[src/logic/csr_index_pkg.sv]
// ------------------------------
// CSR index engine shared types
// Widths, encodings and the records moved between blocks
// ------------------------------
`default_nettype none

package csr_index_pkg;

    localparam int ADDR_W      = 32;
    localparam int DATA_W      = 32;
    localparam int VERTEX_W    = 24;
    localparam int INDEX_BYTES = 4;
    localparam int FIFO_DEPTH  = 8;

    // Destination of a memory response
    typedef enum logic {
        ROUTE_CONFIG    = 1'b0,
        ROUTE_GENERATOR = 1'b1
    } module_id_e;

    typedef enum logic [1:0] {
        CFG_NONE         = 2'd0,
        CFG_ARRAY_BASE   = 2'd1,
        CFG_VERTEX_START = 2'd2,
        CFG_VERTEX_COUNT = 2'd3
    } cfg_opcode_e;

    typedef enum logic [1:0] {
        GEN_IDLE  = 2'd0,
        GEN_ISSUE = 2'd1,
        GEN_DRAIN = 2'd2,
        GEN_DONE  = 2'd3
    } gen_state_e;

    // ------------------------------
    // Bus records
    // ------------------------------
    typedef struct packed {
        logic [ADDR_W-1:0]   address;
        logic [VERTEX_W-1:0] tag;
        module_id_e          module_id;
    } mem_request_t;

    typedef struct packed {
        module_id_e          module_id;
        cfg_opcode_e         opcode;
        logic [VERTEX_W-1:0] tag;
        logic [DATA_W-1:0]   data;
    } mem_response_t;

    typedef struct packed {
        logic [VERTEX_W-1:0] vertex;
        logic [DATA_W-1:0]   offset;
    } engine_packet_t;

    // Held run configuration
    typedef struct packed {
        logic [ADDR_W-1:0]   array_base;
        logic [VERTEX_W-1:0] vertex_start;
        logic [VERTEX_W-1:0] vertex_count;
    } csr_config_t;

endpackage : csr_index_pkg

`default_nettype wire
[src/logic/engine_csr_index.sv]
// ------------------------------
// CSR index engine top level
// Queues, response routing, config store and generator
// ------------------------------
`default_nettype none

module engine_csr_index (
    input  wire logic                          ap_clk,
    input  wire logic                          areset_csr_engine,
    input  wire logic                          descriptor_valid_i,
    input  wire csr_index_pkg::mem_response_t  response_memory_i,
    input  wire logic                          response_memory_valid_i,
    output logic                               response_memory_ready_o,
    output csr_index_pkg::mem_request_t        request_memory_o,
    output logic                               request_memory_valid_o,
    input  wire logic                          request_memory_ready_i,
    output csr_index_pkg::engine_packet_t      engine_packet_o,
    output logic                               engine_valid_o,
    input  wire logic                          engine_ready_i,
    output logic                               done_o
);

    import csr_index_pkg::*;

    mem_response_t  resp_q_data;
    logic           resp_q_valid;
    logic           resp_q_ready;
    logic           resp_q_empty;
    mem_response_t  cfg_resp;
    logic           cfg_valid;
    mem_response_t  gen_resp;
    logic           gen_valid;
    logic           gen_ready;
    csr_config_t    cfg_rec;
    logic           cfg_ready;
    mem_request_t   req_data;
    logic           req_valid;
    logic           req_ready;
    logic           req_q_empty;
    engine_packet_t pkt_data;
    logic           pkt_valid;
    logic           pkt_ready;
    logic           pkt_q_empty;
    logic           run_done;

    // ------------------------------
    // Memory response path
    // ------------------------------
    sync_fifo #(.DEPTH(FIFO_DEPTH), .WIDTH($bits(mem_response_t))) u_resp_fifo (
        .ap_clk(ap_clk), .areset_csr_engine(areset_csr_engine),
        .wr_data_i(response_memory_i), .wr_valid_i(response_memory_valid_i),
        .wr_ready_o(response_memory_ready_o), .rd_data_o(resp_q_data),
        .rd_valid_o(resp_q_valid), .rd_ready_i(resp_q_ready), .empty_o(resp_q_empty)
    );

    response_router u_router (
        .ap_clk(ap_clk), .areset_csr_engine(areset_csr_engine),
        .resp_i(resp_q_data), .resp_valid_i(resp_q_valid), .resp_ready_o(resp_q_ready),
        .cfg_resp_o(cfg_resp), .cfg_valid_o(cfg_valid),
        .gen_resp_o(gen_resp), .gen_valid_o(gen_valid), .gen_ready_i(gen_ready)
    );

    csr_config_memory u_config (
        .ap_clk(ap_clk), .areset_csr_engine(areset_csr_engine),
        .cfg_resp_i(cfg_resp), .cfg_valid_i(cfg_valid),
        .config_o(cfg_rec), .config_ready_o(cfg_ready)
    );

    csr_index_generator u_generator (
        .ap_clk(ap_clk), .areset_csr_engine(areset_csr_engine),
        .start_i(descriptor_valid_i), .config_i(cfg_rec), .config_ready_i(cfg_ready),
        .req_o(req_data), .req_valid_o(req_valid), .req_ready_i(req_ready),
        .resp_i(gen_resp), .resp_valid_i(gen_valid), .resp_ready_o(gen_ready),
        .pkt_o(pkt_data), .pkt_valid_o(pkt_valid), .pkt_ready_i(pkt_ready),
        .run_done_o(run_done)
    );

    // ------------------------------
    // Output queues
    // ------------------------------
    sync_fifo #(.DEPTH(FIFO_DEPTH), .WIDTH($bits(mem_request_t))) u_req_fifo (
        .ap_clk(ap_clk), .areset_csr_engine(areset_csr_engine),
        .wr_data_i(req_data), .wr_valid_i(req_valid), .wr_ready_o(req_ready),
        .rd_data_o(request_memory_o), .rd_valid_o(request_memory_valid_o),
        .rd_ready_i(request_memory_ready_i), .empty_o(req_q_empty)
    );

    sync_fifo #(.DEPTH(FIFO_DEPTH), .WIDTH($bits(engine_packet_t))) u_pkt_fifo (
        .ap_clk(ap_clk), .areset_csr_engine(areset_csr_engine),
        .wr_data_i(pkt_data), .wr_valid_i(pkt_valid), .wr_ready_o(pkt_ready),
        .rd_data_o(engine_packet_o), .rd_valid_o(engine_valid_o),
        .rd_ready_i(engine_ready_i), .empty_o(pkt_q_empty)
    );

    // Done holds from a drained finished run until the next accepted descriptor
    always_ff @(posedge ap_clk) begin
        if (areset_csr_engine) begin
            done_o <= 1'b0;
        end else if (descriptor_valid_i && cfg_ready) begin
            done_o <= 1'b0;
        end else if (run_done && resp_q_empty && req_q_empty && pkt_q_empty) begin
            done_o <= 1'b1;
        end
    end

endmodule : engine_csr_index

`default_nettype wire

[src/logic/csr_index_generator.sv]
// ------------------------------
// CSR index generator
// Issues offset reads per vertex and forms engine packets
// ------------------------------
`default_nettype none

module csr_index_generator (
    input  wire logic                          ap_clk,
    input  wire logic                          areset_csr_engine,
    input  wire logic                          start_i,
    input  wire csr_index_pkg::csr_config_t    config_i,
    input  wire logic                          config_ready_i,
    output csr_index_pkg::mem_request_t        req_o,
    output logic                               req_valid_o,
    input  wire logic                          req_ready_i,
    input  wire csr_index_pkg::mem_response_t  resp_i,
    input  wire logic                          resp_valid_i,
    output logic                               resp_ready_o,
    output csr_index_pkg::engine_packet_t      pkt_o,
    output logic                               pkt_valid_o,
    input  wire logic                          pkt_ready_i,
    output logic                               run_done_o
);

    import csr_index_pkg::*;

    gen_state_e          state_q;
    logic [ADDR_W-1:0]   base_q;
    logic [VERTEX_W-1:0] vertex_q;
    logic [VERTEX_W-1:0] remaining_q;
    logic [VERTEX_W-1:0] outstanding_q;
    logic                start_ok;
    logic                req_fire;
    logic                resp_fire;

    // A new run may start from idle or after a finished run
    assign start_ok  = start_i && config_ready_i &&
                       ((state_q == GEN_IDLE) || (state_q == GEN_DONE));
    assign req_fire  = req_valid_o & req_ready_i;
    assign resp_fire = resp_valid_i & resp_ready_o;

    // ------------------------------
    // Request issue
    // ------------------------------
    assign req_valid_o     = (state_q == GEN_ISSUE) && (remaining_q != '0);
    assign req_o.address   = base_q + ADDR_W'(vertex_q) * ADDR_W'(INDEX_BYTES);
    assign req_o.tag       = vertex_q;
    assign req_o.module_id = ROUTE_GENERATOR;

    // ------------------------------
    // Response to packet
    // ------------------------------
    assign resp_ready_o = pkt_ready_i;
    assign pkt_valid_o  = resp_valid_i;
    assign pkt_o.vertex = resp_i.tag;
    assign pkt_o.offset = resp_i.data;

    assign run_done_o = (state_q == GEN_DONE);

    always_ff @(posedge ap_clk) begin
        if (areset_csr_engine) begin
            state_q <= GEN_IDLE;
        end else begin
            case (state_q)
                GEN_IDLE, GEN_DONE: begin
                    if (start_ok) begin
                        state_q <= GEN_ISSUE;
                    end
                end
                GEN_ISSUE: begin
                    if (remaining_q == '0) begin
                        state_q <= GEN_DRAIN;
                    end
                end
                // Wait for every issued read to come back and be forwarded
                GEN_DRAIN: begin
                    if (outstanding_q == '0) begin
                        state_q <= GEN_DONE;
                    end
                end
                default: state_q <= GEN_IDLE;
            endcase
        end
    end

    always_ff @(posedge ap_clk) begin
        if (areset_csr_engine) begin
            remaining_q   <= '0;
            outstanding_q <= '0;
        end else begin
            if (start_ok) begin
                remaining_q <= config_i.vertex_count;
            end else if (req_fire) begin
                remaining_q <= remaining_q - 1'b1;
            end
            if (req_fire && !resp_fire) begin
                outstanding_q <= outstanding_q + 1'b1;
            end else if (resp_fire && !req_fire) begin
                outstanding_q <= outstanding_q - 1'b1;
            end
        end
    end

    // Run base and current vertex, latched at start
    always_ff @(posedge ap_clk) begin
        if (start_ok) begin
            base_q   <= config_i.array_base;
            vertex_q <= config_i.vertex_start;
        end else if (req_fire) begin
            vertex_q <= vertex_q + 1'b1;
        end
    end

endmodule : csr_index_generator

`default_nettype wire

[src/logic/csr_config_memory.sv]
// ------------------------------
// CSR configuration store
// Decodes config words and reports when all fields are set
// ------------------------------
`default_nettype none

module csr_config_memory (
    input  wire logic                          ap_clk,
    input  wire logic                          areset_csr_engine,
    input  wire csr_index_pkg::mem_response_t  cfg_resp_i,
    input  wire logic                          cfg_valid_i,
    output csr_index_pkg::csr_config_t         config_o,
    output logic                               config_ready_o
);

    import csr_index_pkg::*;

    csr_config_t cfg_q;
    // Bit 0 base, bit 1 start, bit 2 count
    logic [2:0]  seen_q;

    assign config_o       = cfg_q;
    assign config_ready_o = &seen_q;

    always_ff @(posedge ap_clk) begin
        if (areset_csr_engine) begin
            seen_q <= '0;
        end else if (cfg_valid_i) begin
            case (cfg_resp_i.opcode)
                CFG_ARRAY_BASE:   seen_q[0] <= 1'b1;
                CFG_VERTEX_START: seen_q[1] <= 1'b1;
                CFG_VERTEX_COUNT: seen_q[2] <= 1'b1;
                default:          seen_q    <= seen_q;
            endcase
        end
    end

    // Field values, a later word simply overwrites its field
    always_ff @(posedge ap_clk) begin
        if (cfg_valid_i) begin
            case (cfg_resp_i.opcode)
                CFG_ARRAY_BASE:   cfg_q.array_base   <= cfg_resp_i.data[ADDR_W-1:0];
                CFG_VERTEX_START: cfg_q.vertex_start <= cfg_resp_i.data[VERTEX_W-1:0];
                CFG_VERTEX_COUNT: cfg_q.vertex_count <= cfg_resp_i.data[VERTEX_W-1:0];
                default:          cfg_q              <= cfg_q;
            endcase
        end
    end

endmodule : csr_config_memory

`default_nettype wire

[src/logic/response_router.sv]
// ------------------------------
// Memory response router
// Splits responses between config and generator by module id
// ------------------------------
`default_nettype none

module response_router (
    input  wire logic                          ap_clk,
    input  wire logic                          areset_csr_engine,
    input  wire csr_index_pkg::mem_response_t  resp_i,
    input  wire logic                          resp_valid_i,
    output logic                               resp_ready_o,
    output csr_index_pkg::mem_response_t       cfg_resp_o,
    output logic                               cfg_valid_o,
    output csr_index_pkg::mem_response_t       gen_resp_o,
    output logic                               gen_valid_o,
    input  wire logic                          gen_ready_i
);

    import csr_index_pkg::*;

    mem_response_t hold_q;
    logic          hold_valid_q;
    logic          leave;

    // One beat in flight, no new accept until it has left
    assign resp_ready_o = ~hold_valid_q;
    assign cfg_valid_o  = hold_valid_q && (hold_q.module_id == ROUTE_CONFIG);
    assign gen_valid_o  = hold_valid_q && (hold_q.module_id == ROUTE_GENERATOR);
    assign cfg_resp_o   = hold_q;
    assign gen_resp_o   = hold_q;

    // Config side never stalls
    assign leave = cfg_valid_o | (gen_valid_o & gen_ready_i);

    always_ff @(posedge ap_clk) begin
        if (areset_csr_engine) begin
            hold_valid_q <= 1'b0;
        end else if (resp_valid_i && resp_ready_o) begin
            hold_valid_q <= 1'b1;
        end else if (leave) begin
            hold_valid_q <= 1'b0;
        end
    end

    always_ff @(posedge ap_clk) begin
        if (resp_valid_i && resp_ready_o) begin
            hold_q <= resp_i;
        end
    end

endmodule : response_router

`default_nettype wire

[src/logic/sync_fifo.sv]
// ------------------------------
// Synchronous show-ahead FIFO
// Circular buffer with valid/ready on both sides
// ------------------------------
`default_nettype none

module sync_fifo #(
    parameter int DEPTH = 8,
    parameter int WIDTH = 32
) (
    input  wire logic             ap_clk,
    input  wire logic             areset_csr_engine,
    input  wire logic [WIDTH-1:0] wr_data_i,
    input  wire logic             wr_valid_i,
    output logic                  wr_ready_o,
    output logic      [WIDTH-1:0] rd_data_o,
    output logic                  rd_valid_o,
    input  wire logic             rd_ready_i,
    output logic                  empty_o
);

    localparam int PTR_W = (DEPTH > 1) ? $clog2(DEPTH) : 1;
    localparam int CNT_W = $clog2(DEPTH + 1);

    logic [WIDTH-1:0] mem [DEPTH];
    logic [PTR_W-1:0] wr_ptr_q;
    logic [PTR_W-1:0] rd_ptr_q;
    logic [CNT_W-1:0] count_q;
    logic             push;
    logic             pop;

    assign push       = wr_valid_i & wr_ready_o;
    assign pop        = rd_valid_o & rd_ready_i;
    assign wr_ready_o = (count_q != CNT_W'(DEPTH));
    assign rd_valid_o = (count_q != '0);
    assign empty_o    = (count_q == '0);
    // Head entry is always presented
    assign rd_data_o  = mem[rd_ptr_q];

    always_ff @(posedge ap_clk) begin
        if (areset_csr_engine) begin
            wr_ptr_q <= '0;
            rd_ptr_q <= '0;
            count_q  <= '0;
        end else begin
            if (push) begin
                wr_ptr_q <= (wr_ptr_q == PTR_W'(DEPTH - 1)) ? '0 : wr_ptr_q + 1'b1;
            end
            if (pop) begin
                rd_ptr_q <= (rd_ptr_q == PTR_W'(DEPTH - 1)) ? '0 : rd_ptr_q + 1'b1;
            end
            count_q <= count_q + CNT_W'(push) - CNT_W'(pop);
        end
    end

    always_ff @(posedge ap_clk) begin
        if (push) begin
            mem[wr_ptr_q] <= wr_data_i;
        end
    end

endmodule : sync_fifo

`default_nettype wire

[config.mk]
export PLATFORM = sky130hd
export DESIGN_NAME = engine_csr_index
export DESIGN_NICKNAME = d
export VERILOG_FILES = /design/src/logic/csr_index_pkg.sv /design/src/logic/engine_csr_index.sv /design/src/logic/csr_index_generator.sv /design/src/logic/csr_config_memory.sv /design/src/logic/response_router.sv /design/src/logic/sync_fifo.sv
export SDC_FILE = /design/constraint.sdc
export NUM_CORES = 2
export LEC_CHECK = 0
export ABC_AREA = 1
export BUFFER_PORTS_ARGS = -buffer_cell sky130_fd_sc_hd__buf_2
export CORE_ASPECT_RATIO = 2
export CORE_MARGIN = 4
export CORE_UTILIZATION = 25
export CTS_CLUSTER_SIZE = 20
export DETAILED_ROUTE_END_ITERATION = 8
export GPL_TIMING_DRIVEN = 0
export HOLD_SLACK_MARGIN = 0.05
export PLACE_DENSITY_LB_ADDON = 0.25
export SETUP_SLACK_MARGIN = 0.15
export SLEW_MARGIN = 30
export SYNTH_ARGS = -nofsm -noshare
export SYNTH_HDL_FRONTEND = slang
export SYNTH_HIERARCHICAL = 1
export SYNTH_SLANG_ARGS = --single-unit
[constraint.sdc]
create_clock -name ap_clk -period 7.5 [get_ports ap_clk]
set_input_delay 1.125 -clock ap_clk [delete_from_list [all_inputs] [get_ports ap_clk]]
set_output_delay 1.125 -clock ap_clk [all_outputs]
set_load 0.01 [all_outputs]
==> results.md <==
* Run status: completed
* Die H at 785.6 um
* Synth warnings at 6
* Final hold violations at 0
* CP bufs+invs at 5
* Pins Over Slew Limit at 0
* Cts repair resizes at 0
* Initial antenna violation count at 33
* Crit path capture type: register
* Starting Density at 25.11%
* Cells after synthesis at 7752
* Kind of critical path: register to register
* Routed wire length per instance at 18.62 um
* Most common cell after layout, fill and taps aside: nand2_1
* First-pass GRT wire length at 341300 um
* Via/cell ratio at 4.151
* Max VDD drop at 181.0 uV
* Worst min path class: register to register
* Cell Rows at 285
* DP Wirelength at 176200 um
* Tmin final at 4.633 ns
* DRT iter0 DRCs at 2853
* Critical path's top delay family: simple AND/OR/NAND/NOR gates
* Die ar. at 311700 um^2
* Worst Setup Start Kind: register
* Cts hold-fix bufs at 0
* Final WL at 233100 um
* # Post-CTS Setup Buffers at 0
* MaxCap Viol Count at 0
* Via count at 51970
* Share of layout cells above drive strength 1 at 12.60%
* Total GRT Usage at 14.67%
* Final core utilization at 29.58%
* Total grt overflow at 0
* Area Growth Syn to Fin at 17.77%
* Clk buf depth at 4
* Worst-skew pair later-pin latency at 0.86 ns
* CTS H-tree lvls at 4
* Filler Cells Inserted at 31400
* Final setup viols at 0
* Reg clk slew, reported paths at 0.06 ns
* Number of I/O port buffers at 181
* Fmax at 0.2158 GHz
* Worst-margin pin slew at 0.9348 ns
* Worst path required time at 8.19 ns
* RSZ-0062 raised after global routing: false
* Largest net degree at the start of global routing at 42
* Num CTS Buffers at 172
* Layout Skew at 0.08817 ns
* Area of the multi-input gates at 18180 um^2
* Gp weighted congestion at 0.8365
* Core Region at 301000 um^2
* Commonest cells after routing, fill and taps aside: nand2_1, inv_1, edfxtp_1
* Post-route ant nets at 0
* Pwr Density at 374.8 nW/um^2
* DR DRC count at 0
* Fin Setup TNS at 0 ns
* CTS tree: built
* Root buffer cell: clkbuf_16
* Die width at 396.8 um
* Register area at 49060 um^2
* CP arrival at 5.32 ns
* Critical path fanouts, max at 23
* Worst path slowest cell: inv_1
* Final net count at 8515
* Mapped Avg Cell Area at 9.750 um^2
* Clock Sinks at 1665
* Slew HR at 37.23%
* Slowest cell delay on critical path at 0.67 ns
* Post-synthesis cell area at 75580 um^2
* Worst-path cell chain: clkinv_1, ha_1, nand2_2, nor2_4, nand3_2, nand2_2, inv_2, nand2_4, inv_1, ha_1, inv_1, ha_1, a21oi_1, nand2_1, nand2_1, nand2_1, nand2_1, nand3_1, nand2_1, nand2_1, o21ai_0, inv_1
* Vias in the first global route at 52810
* IO Pins at 182
* Fin crit share at 61.78%
* P_leak at 39.80 nW
* CP dominant cell by count: nand2_1
* Drt pass-1 iters at 7
* Post-Synthesis Net Count at 7904
-- state kept, by name, indices dropped and copies added (netlist names), 2 cells and up, named ones only --
signal / cells
u_generator/vertex_q: 24
u_config/config_o: 80
u_resp_fifo/count_q: 4
u_generator/state_q: 2
u_req_fifo/mem: 456
u_pkt_fifo/rd_ptr_q: 3
u_generator/base_q: 32
u_pkt_fifo/mem: 448
u_router/cfg_resp_o: 59
u_req_fifo/rd_ptr_q: 3
u_resp_fifo/rd_ptr_q: 3
u_config/seen_q: 3
u_generator/remaining_q: 24
u_generator/outstanding_q: 24
u_req_fifo/wr_ptr_q: 3
u_pkt_fifo/wr_ptr_q: 3
u_req_fifo/count_q: 4
u_pkt_fifo/count_q: 4
u_resp_fifo/wr_ptr_q: 3
u_resp_fifo/mem: 472
-- worst paths after layout --
| path | startpoint | end | slack [ns] | cells after the start |
|---|---|---|---|---|
| setup / recovery | u_generator/remaining_q[0] | u_generator/outstanding_q[14] | 2.87 | 22 |
| hold / removal | u_config/config_o[49] | u_generator/base_q[1] | 0.41 | 0 |
| setup reg to reg | u_generator/remaining_q[0] | u_generator/outstanding_q[14] | 2.87 | 22 |
| hold reg to reg | u_config/config_o[49] | u_generator/base_q[1] | 0.41 | 0 |
-- report_power, final --
group	switching (mW)	internal, mW	leakage [nW]
clock network	3.63	4.70	2.62
logic	8.43	3.63	22.2
registers	0.895	12.1	15.0
-- area by class of cell --
| cell class | count | area share (%) |
|---|---|---|
| antenna | 9 | 0.02530 |
| buffer | 406 | 2.751 |
| clock buffer | 208 | 5.032 |
| clock inverter | 95 | 0.9587 |
| inverter | 1603 | 6.771 |
| multi-input combinational | 4078 | 20.42 |
| sequential | 1665 | 55.11 |
| tap | 4018 | 5.648 |
| timing repair buffer | 437 | 3.275 |
-- metal layers --
metal | wire length (um) | vias to the layer above | global-route usage [%] | part of all wire (%)
li1 | - | 25540 | - | -
met1 | 83280 | 24700 | 14.75 | 36
met2 | 128900 | 1211 | 29.44 | 55
met3 | 10380 | 491 | 2.337 | 4.5
met4 | 10320 | 26 | 6.028 | 4.4
met5 | 169 | - | 0 | 0.073
-- metrics by stage --
step                      worst slack (ns)  instance area (um^2)  power (mW)  instances  hold WS, ns
after floorplan                      1.582                 75580       20.08       7752       0.4003
after global placement              -4.189                 81520       25.31      11950       0.4033
after detailed placement             2.900                 83650       25.49      12210       0.4045
after CTS                            2.869                 88980       33.95      12510       0.4106
after global routing                 2.656                 88990       35.45      12510       0.4167
final                                2.867                 89010       33.36      12520       0.4121
-- worst register-to-register path: stages (launching register included) --
cell,delay [ns]
dfxtp_1,0.33
clkinv_1,0.19
ha_1,0.26
nand2_2,0.14
nor2_4,0.17
nand3_2,0.13
nand2_2,0.11
inv_2,0.08
nand2_4,0.13
inv_1,0.07
ha_1,0.22
inv_1,0.67
ha_1,0.47
a21oi_1,0.42
nand2_1,0.29
nand2_1,0.11
nand2_1,0.16
nand2_1,0.10
nand3_1,0.12
nand2_1,0.09
nand2_1,0.04
o21ai_0,0.15
inv_1,0.05
No activity file was read; power rests on OpenSTA's default activity.
